<file path="src/rtl/wino_num_pkg.sv">
`default_nettype none

package wino_num_pkg;

	// Datapath widths
	localparam int PROD_W     = 30; // Products and all sums, wraps mod 2^30
	localparam int OUT_W      = 16;
	localparam int FRAC_SHIFT = 8;  // Low bits dropped by the quantizer

	// Tile geometry
	localparam int TILE_IN  = 6;
	localparam int TILE_OUT = 4;

	localparam int SUM_LAT = 3; // Register levels in the six-input adder

	localparam int ROW_CNT_W = $clog2(TILE_IN);
	localparam int COL_IDX_W = $clog2(TILE_OUT);

	// Power-of-two weights of m3 and m4 in transform rows 1 to 3
	localparam int SH_X2 = 1;
	localparam int SH_X4 = 2;
	localparam int SH_X8 = 3;

endpackage

`default_nettype wire

</file>
<file path="src/rtl/wino_tile_pkg.sv">
`default_nettype none

package wino_tile_pkg;
	import wino_num_pkg::*;

	typedef logic signed [PROD_W-1:0] word_t;

	typedef struct packed {
		word_t [TILE_IN-1:0] m; // m[0] is the first product of the row
	} prod_row_t;

	typedef struct packed {
		word_t [TILE_IN-1:0] m;
	} inter_col_t;

	typedef struct packed {
		word_t [TILE_OUT-1:0] y;
	} ysum_beat_t;

	typedef struct packed {
		logic [TILE_OUT-1:0][OUT_W-1:0] q;
	} y_beat_t;

	// Scaled and negated adder operands for transform row r
	function automatic inter_col_t wino_taps(input inter_col_t v, input int r);
		inter_col_t t;
		t = '0;
		t.m[1] = v.m[1]; // m1 enters every row with weight one
		case (r)
			0: begin
				t.m[0] = v.m[0];
				t.m[2] = v.m[2];
				t.m[3] = v.m[3];
				t.m[4] = v.m[4];
			end
			1: begin
				t.m[2] = -v.m[2];
				t.m[3] = v.m[3] <<< SH_X2;
				t.m[4] = -(v.m[4] <<< SH_X2);
			end
			2: begin
				t.m[2] = v.m[2];
				t.m[3] = v.m[3] <<< SH_X4;
				t.m[4] = v.m[4] <<< SH_X4;
			end
			default: begin
				t.m[2] = -v.m[2];
				t.m[3] = v.m[3] <<< SH_X8;
				t.m[4] = -(v.m[4] <<< SH_X8);
				t.m[5] = v.m[5]; // Only row 3 uses m5
			end
		endcase
		return t;
	endfunction

endpackage

`default_nettype wire

</file>
<file path="src/rtl/wino_sum6.sv">
`default_nettype none

module wino_sum6
	import wino_tile_pkg::*;
(
	input  logic       clk,
	input  inter_col_t i_a,
	output word_t      o_sum
);

	word_t lvl1 [3];
	word_t lvl2 [2];

	// Adder tree, one register per level
	always_ff @(posedge clk) begin
		lvl1[0] <= i_a.m[0] + i_a.m[1];
		lvl1[1] <= i_a.m[2] + i_a.m[3];
		lvl1[2] <= i_a.m[4] + i_a.m[5];

		lvl2[0] <= lvl1[0] + lvl1[1];
		lvl2[1] <= lvl1[2]; // Odd operand waits a level

		o_sum <= lvl2[0] + lvl2[1];
	end

endmodule

`default_nettype wire

</file>
<file path="src/rtl/wino_row_stage.sv">
`default_nettype none

module wino_row_stage
	import wino_num_pkg::*, wino_tile_pkg::*;
(
	input  logic       clk,
	input  logic       i_arst_n,
	input  logic       i_valid,
	input  prod_row_t  i_row,
	output logic       o_blk_valid,
	output ysum_beat_t o_blk [TILE_IN]
);

	logic [ROW_CNT_W-1:0] cnt;
	logic [SUM_LAT-1:0]   vld_sr;
	logic [SUM_LAT-1:0]   last_sr;
	logic                 last_beat;
	ysum_beat_t           sum;

	assign last_beat = i_valid && (cnt == ROW_CNT_W'(TILE_IN - 1));

	// Right-hand transform, one adder per output column
	for (genvar r = 0; r < TILE_OUT; r++) begin : g_row
		wino_sum6 u_sum (
			.clk,
			.i_a   (wino_taps(inter_col_t'(i_row), r)),
			.o_sum (sum.y[r])
		);
	end

	always_ff @(posedge clk or negedge i_arst_n) begin
		if (!i_arst_n) begin
			cnt         <= '0;
			vld_sr      <= '0;
			last_sr     <= '0;
			o_blk_valid <= 1'b0;
		end else begin
			if (i_valid)
				cnt <= last_beat ? '0 : cnt + 1'b1;
			vld_sr      <= {vld_sr[SUM_LAT-2:0], i_valid};
			last_sr     <= {last_sr[SUM_LAT-2:0], last_beat};
			o_blk_valid <= last_sr[SUM_LAT-1]; // Sixth sum lands this edge
		end
	end

	// Oldest row ends up in o_blk[0]
	always_ff @(posedge clk) begin
		if (vld_sr[SUM_LAT-1]) begin
			for (int i = 0; i < TILE_IN - 1; i++)
				o_blk[i] <= o_blk[i+1];
			o_blk[TILE_IN-1] <= sum;
		end
	end

	a_cnt_range: assert property (@(posedge clk) disable iff (!i_arst_n)
		cnt <= ROW_CNT_W'(TILE_IN - 1));

endmodule

`default_nettype wire

</file>
<file path="src/rtl/wino_col_serializer.sv">
`default_nettype none

module wino_col_serializer
	import wino_num_pkg::*, wino_tile_pkg::*;
(
	input  logic       clk,
	input  logic       i_arst_n,
	input  logic       i_blk_valid,
	input  ysum_beat_t i_blk [TILE_IN],
	output logic       o_col_valid,
	output inter_col_t o_col
);

	ysum_beat_t           hold [TILE_IN];
	logic [COL_IDX_W-1:0] idx;
	logic                 busy;

	always_ff @(posedge clk or negedge i_arst_n) begin
		if (!i_arst_n) begin
			busy <= 1'b0;
			idx  <= '0;
		end else if (i_blk_valid) begin
			busy <= 1'b1;
			idx  <= '0;
		end else if (busy) begin
			idx <= idx + 1'b1; // Wraps back to column 0
			if (idx == COL_IDX_W'(TILE_OUT - 1))
				busy <= 1'b0;
		end
	end

	always_ff @(posedge clk) begin
		if (i_blk_valid)
			hold <= i_blk;
	end

	// Column idx of the held block
	always_comb begin
		for (int i = 0; i < TILE_IN; i++)
			o_col.m[i] = hold[i].y[idx];
	end

	assign o_col_valid = busy;

	// Rows of the next tile take longer than four columns
	a_no_overrun: assert property (@(posedge clk) disable iff (!i_arst_n)
		i_blk_valid |-> !busy);

endmodule

`default_nettype wire

</file>
<file path="src/rtl/wino_col_stage.sv">
`default_nettype none

module wino_col_stage
	import wino_num_pkg::*, wino_tile_pkg::*;
(
	input  logic       clk,
	input  logic       i_arst_n,
	input  logic       i_col_valid,
	input  inter_col_t i_col,
	output logic       o_ysum_valid,
	output ysum_beat_t o_ysum
);

	logic [SUM_LAT-1:0] vld_sr;

	// Left-hand transform on one intermediate column
	for (genvar r = 0; r < TILE_OUT; r++) begin : g_col
		wino_sum6 u_sum (
			.clk,
			.i_a   (wino_taps(i_col, r)),
			.o_sum (o_ysum.y[r])
		);
	end

	// Valid follows the adder tree
	always_ff @(posedge clk or negedge i_arst_n) begin
		if (!i_arst_n)
			vld_sr <= '0;
		else
			vld_sr <= {vld_sr[SUM_LAT-2:0], i_col_valid};
	end

	assign o_ysum_valid = vld_sr[SUM_LAT-1];

endmodule

`default_nettype wire

</file>
<file path="src/rtl/wino_out_quant.sv">
`default_nettype none

module wino_out_quant
	import wino_num_pkg::*, wino_tile_pkg::*;
(
	input  logic       clk,
	input  logic       i_arst_n,
	input  logic       i_ysum_valid,
	input  ysum_beat_t i_ysum,
	output logic       o_valid,
	output y_beat_t    o_beat
);

	always_ff @(posedge clk or negedge i_arst_n) begin
		if (!i_arst_n)
			o_valid <= 1'b0;
		else
			o_valid <= i_ysum_valid;
	end

	// ReLU then keep bits 23:8, upper bits simply dropped
	always_ff @(posedge clk) begin
		for (int k = 0; k < TILE_OUT; k++)
			o_beat.q[k] <= i_ysum.y[k][PROD_W-1] ? '0 : i_ysum.y[k][FRAC_SHIFT +: OUT_W];
	end

	// One tile gives four beats, tiles never abut
	a_burst_len: assert property (@(posedge clk) disable iff (!i_arst_n)
		$rose(o_valid) |-> ##TILE_OUT !o_valid);

endmodule

`default_nettype wire

</file>
<file path="src/rtl/wino_inverse_top.sv">
`default_nettype none

module wino_inverse_top
	import wino_num_pkg::*, wino_tile_pkg::*;
(
	input  logic      clk,
	input  logic      i_arst_n,
	input  logic      i_valid,
	input  prod_row_t i_row,
	output logic      o_valid,
	output y_beat_t   o_beat
);

	logic       blk_valid;
	ysum_beat_t blk [TILE_IN];
	logic       col_valid;
	inter_col_t col;
	logic       ysum_valid;
	ysum_beat_t ysum;

	wino_row_stage u_row_stage (
		.clk,
		.i_arst_n,
		.i_valid,
		.i_row,
		.o_blk_valid (blk_valid),
		.o_blk       (blk)
	);

	wino_col_serializer u_col_serializer (
		.clk,
		.i_arst_n,
		.i_blk_valid (blk_valid),
		.i_blk       (blk),
		.o_col_valid (col_valid),
		.o_col       (col)
	);

	wino_col_stage u_col_stage (
		.clk,
		.i_arst_n,
		.i_col_valid  (col_valid),
		.i_col        (col),
		.o_ysum_valid (ysum_valid),
		.o_ysum       (ysum)
	);

	wino_out_quant u_out_quant (
		.clk,
		.i_arst_n,
		.i_ysum_valid (ysum_valid),
		.i_ysum       (ysum),
		.o_valid,
		.o_beat
	);

endmodule

`default_nettype wire

</file>
<file path="config.mk">
export PLATFORM = sky130hd
export DESIGN_NAME = wino_inverse_top
export DESIGN_NICKNAME = d
export VERILOG_FILES = /design/src/rtl/wino_num_pkg.sv /design/src/rtl/wino_tile_pkg.sv /design/src/rtl/wino_sum6.sv /design/src/rtl/wino_row_stage.sv /design/src/rtl/wino_col_serializer.sv /design/src/rtl/wino_col_stage.sv /design/src/rtl/wino_out_quant.sv /design/src/rtl/wino_inverse_top.sv
export SDC_FILE = /design/constraint.sdc
export NUM_CORES = 2
export LEC_CHECK = 0
export BUFFER_PORTS_ARGS = -buffer_cell sky130_fd_sc_hd__buf_2
export CAP_MARGIN = 40
export CORE_MARGIN = 2
export CORE_UTILIZATION = 46
export DETAILED_ROUTE_END_ITERATION = 16
export PLACE_DENSITY = 0.74
export SLEW_MARGIN = 30
export SYNTH_ARGS = -nofsm -noshare
export SYNTH_HDL_FRONTEND = slang
export SYNTH_SLANG_ARGS = --single-unit
</file>
<file path="constraint.sdc">
create_clock -name clk -period 41.5 [get_ports clk]
set_input_delay 2.075 -clock clk [delete_from_list [all_inputs] [get_ports clk]]
set_output_delay 2.075 -clock clk [all_outputs]
set_load 0.01 [all_outputs]
</file>
==> results.sh <==
export IMPL_status="completed"
export IMPL_grt_pass1_wl_mm=397.0
export IMPL_clkSlewWorstSetupHoldPaths_ns=0.06
export IMPL_numClockSinks=2639
export IMPL_cts_tree="built"
export IMPL_grt_usage=0.2159
export IMPL_ios=248
export IMPL_drc_errors=0
export IMPL_hpwl_mm=193.1
export IMPL_tns_ns=0
export IMPL_rows=178
export IMPL_critPathRequiredTime_ns=42.28
export IMPL_drtIter0Drc=4640
export IMPL_clk_latency_ns=0.94
export IMPL_max_stage_delay_ns=0.67
export IMPL_synth_top_area_cell="edfxtp_1"
export IMPL_synth_edff_count=1428
export IMPL_vias=65200
export IMPL_cp_end_kind="flop"
export IMPL_critPathSlowestCell="dfrtp_4"
export IMPL_grt_max_degree=189
export IMPL_ys_seq_area_frac=0.6183
export IMPL_power_leakage_nw=48.44
export IMPL_routed_via_density=5.460
export IMPL_netlist_instances=8053
export IMPL_cts_resized=0
export IMPL_drt_pass1_iter_count=6
export IMPL_nFillCells=19250
export IMPL_fin_skew_ns=0.08099
export IMPL_gp_congestion=0.8984
export IMPL_dp_slack_ns=34.19
export IMPL_start_kind="flop"
export IMPL_yosysTopAreaCellShare=0.3945
export IMPL_finalPower_mw=10.93
export IMPL_avgSynthCellArea_um2=13.50
export IMPL_antenna_found_initial=37
export IMPL_finalNetCount=9586
export IMPL_setup_ws_ns=34.70
export IMPL_seq_area_mm2=0.06722
export IMPL_netlist_area_mm2=0.1087
export IMPL_drt_wl_total_mm=267.1
export IMPL_final_setup_viol_count=0
export IMPL_drive_above_1_share=0.1086
export IMPL_cp_data_arrival_time_ns=7.58
export IMPL_yosysMostFrequentCell="edfxtp_1"
export IMPL_synth_ff_type="edfxtp_1"
export IMPL_multiInputGateArea_mm2=0.04009
export IMPL_die_y_um=490.1
export IMPL_synthTopCellsByCount="edfxtp_1, dfxtp_1, ha_1"
export IMPL_postCtsSetupBuffers=0
export IMPL_port_buffers=247
export IMPL_synth_async_reset_ratio=0.006442
export IMPL_period_share=0.1640
export IMPL_rsz0062_at_grt="no"
export IMPL_clockRootBuffer="clkbuf_16"
export IMPL_fmax_ghz=0.1470
export IMPL_grt_pass1_vias=67300
export IMPL_maxSlewViolCount=0
export IMPL_maxCapViolations=0
export IMPL_dieWidth_um=490.1
export IMPL_die_area_mm2=0.2402
export IMPL_worstMarginPinSlew_ns=0.8235
export IMPL_area_growth_pct=13.57
export IMPL_critPathMaxFanout=51
export IMPL_antenna_left=0
export IMPL_yosysWarnings=0
export IMPL_start_util=0.4622
export IMPL_cts_hold_buffers=0
export IMPL_max_slew_margin=0.4438
export IMPL_path_cells="buf_4 > mux4_2 > nor3_1 > nor3b_1 > nand2_1 > xor2_1 > ha_1 > or3_1 > a211oi_2 > nor4_1 > a211o_1 > a41o_1 > o311a_1 > o31ai_1 > or4b_1 > o311ai_1"
export IMPL_cts_buffers=286
export IMPL_synthesis_nets=9057
export IMPL_clockBufferDepth=4
export IMPL_synth_area_leaders="edfxtp_1, dfxtp_1, ha_1"
export IMPL_worst_setup_path_type="reg2reg"
export IMPL_period_minus_slack_ns=6.805
export IMPL_grt_overflow_total=0
export IMPL_h_tree_depth=5
export IMPL_coreArea_mm2=0.2352
export IMPL_powerDensity_mw_per_mm2=88.50
export IMPL_hold_viol_final=0
export IMPL_synth_distinct_cells=84
export IMPL_holdCritPathClass="reg2reg"
export IMPL_wire_per_inst_um=22.36
export IMPL_max_vdd_ir_drop_uv=50.51
export IMPL_ys_ff_latch=2639
## sequential cells by signal, indices dropped and copies added (netlist names)
register,count
u_col_serializer.idx,2
u_row_stage.g_row.u_sum.o_sum,119
u_col_stage.g_col.u_sum.o_sum,68
u_row_stage.o_blk_valid,1
u_row_stage.vld_sr,3
u_col_serializer.o_col_valid,1
u_out_quant.o_beat,64
u_row_stage.g_row.u_sum.lvl1,266
u_col_serializer.hold,714
u_col_stage.g_col.u_sum.lvl2,205
u_out_quant.o_valid,1
u_row_stage.cnt,3
u_row_stage.o_blk,714
u_col_stage.g_col.u_sum.lvl1,266
u_row_stage.last_sr,3
u_col_stage.vld_sr,3
u_row_stage.g_row.u_sum.lvl2,206
## critical path: cells and delay by family (launching register included)
| kind | cells | cell delay [ns] |
|---|---|---|
| buf+inv | 1 | 0.67 |
| fa+ha+maj | 1 | 0.25 |
| simple gates | 6 | 2.21 |
| compound gates | 6 | 1.98 |
| flops | 1 | 0.67 |
| mux | 1 | 0.51 |
| xor+xnor | 1 | 0.27 |
## cell families after synthesis
logic type | synth area share
and+or+nand+nor | 0.07343
muxes | 0.03753
adders and majority gates | 0.09608
DFF | 0.6183
xor gates and xnor gates | 0.05970
AOI/OAI and AO/OA | 0.1019
buffers and inverters | 0.01305
## report_power, final
part	internal [mW]	total, mW	switching [mW]	leakage (nW)
Clock	1.46	2.47	1.01	4.45
Combinational	1.93	4.68	2.75	20.3
Sequential	3.49	3.78	0.287	23.7
Total	6.87	10.9	4.05	48.4
## metal layers
layer  vias up  wire [µm]  global-route usage
li1      31070          -                   -
met1     31670     116800              0.2892
met2      1947     127700              0.3606
met3       508      13830             0.02977
met4        14       8653             0.07377
met5         -         81                   0
## layout by cell type, fill, tap and decap left out, drive strengths merged, types with 62 or more instances in the layout
cell and n:
xnor2 563, a21oi 497, nand3 134, nor3 142
o21bai 72, edfxtp 1428, buf 300, clkinv 77
clkbuf 368, a21o 264, o21ai 299, nand2b 91
xor2 178, o21a 97, nand2 244, nor2 488
ha 798, mux4 174, dfxtp 1194, inv 309
nor2b 179, and3 73, a211oi 62
## path summary, 6_finish.rpt
kind                            cells after the start                                      to  slack [ns]                                   start
worst max-delay path                               16  u_col_stage.g_col[1].u_sum.lvl1[0][52]       34.70                 u_col_serializer.idx[1]
worst min-delay path                                0  u_col_stage.g_col[1].u_sum.lvl2[0][38]        0.29  u_col_stage.g_col[1].u_sum.lvl1[0][68]
worst max register to register                     16  u_col_stage.g_col[1].u_sum.lvl1[0][52]       34.70                 u_col_serializer.idx[1]
worst min register to register                      0  u_col_stage.g_col[1].u_sum.lvl2[0][38]        0.29  u_col_stage.g_col[1].u_sum.lvl1[0][68]
max in group asynchronous                           1                   u_row_stage.vld_sr[2]       40.08                                i_arst_n
min in group asynchronous                           1            u_col_serializer.o_col_valid        1.08                                i_arst_n
## area by class of cell
type,instances,area share
diodes,7,0.0001419
repair buffers,302,0.01608
inverters,295,0.008969
clock inverters,123,0.009283
clock buffers,367,0.06437
multi-input cells,5058,0.3247
flip-flops and latches,2639,0.5445
well taps,3150,0.03192
## stage by stage
| step | hold slack, ns | cell area, µm² | instances | utilization |
|---|---|---|---|---|
| final | 0.2886 | 123500 | 11940 | 0.5249 |
| after CTS | 0.2807 | 123200 | 11920 | 0.5238 |
| after global routing | 0.2994 | 123400 | 11940 | 0.5249 |
| after global placement | 0.3100 | 113900 | 11430 | 0.4843 |
| after floorplan | 0.3096 | 108700 | 8053 | - |
| after detailed placement | 0.3121 | 114100 | 11430 | 0.4852 |
No activity file was read; power rests on OpenSTA's default activity.
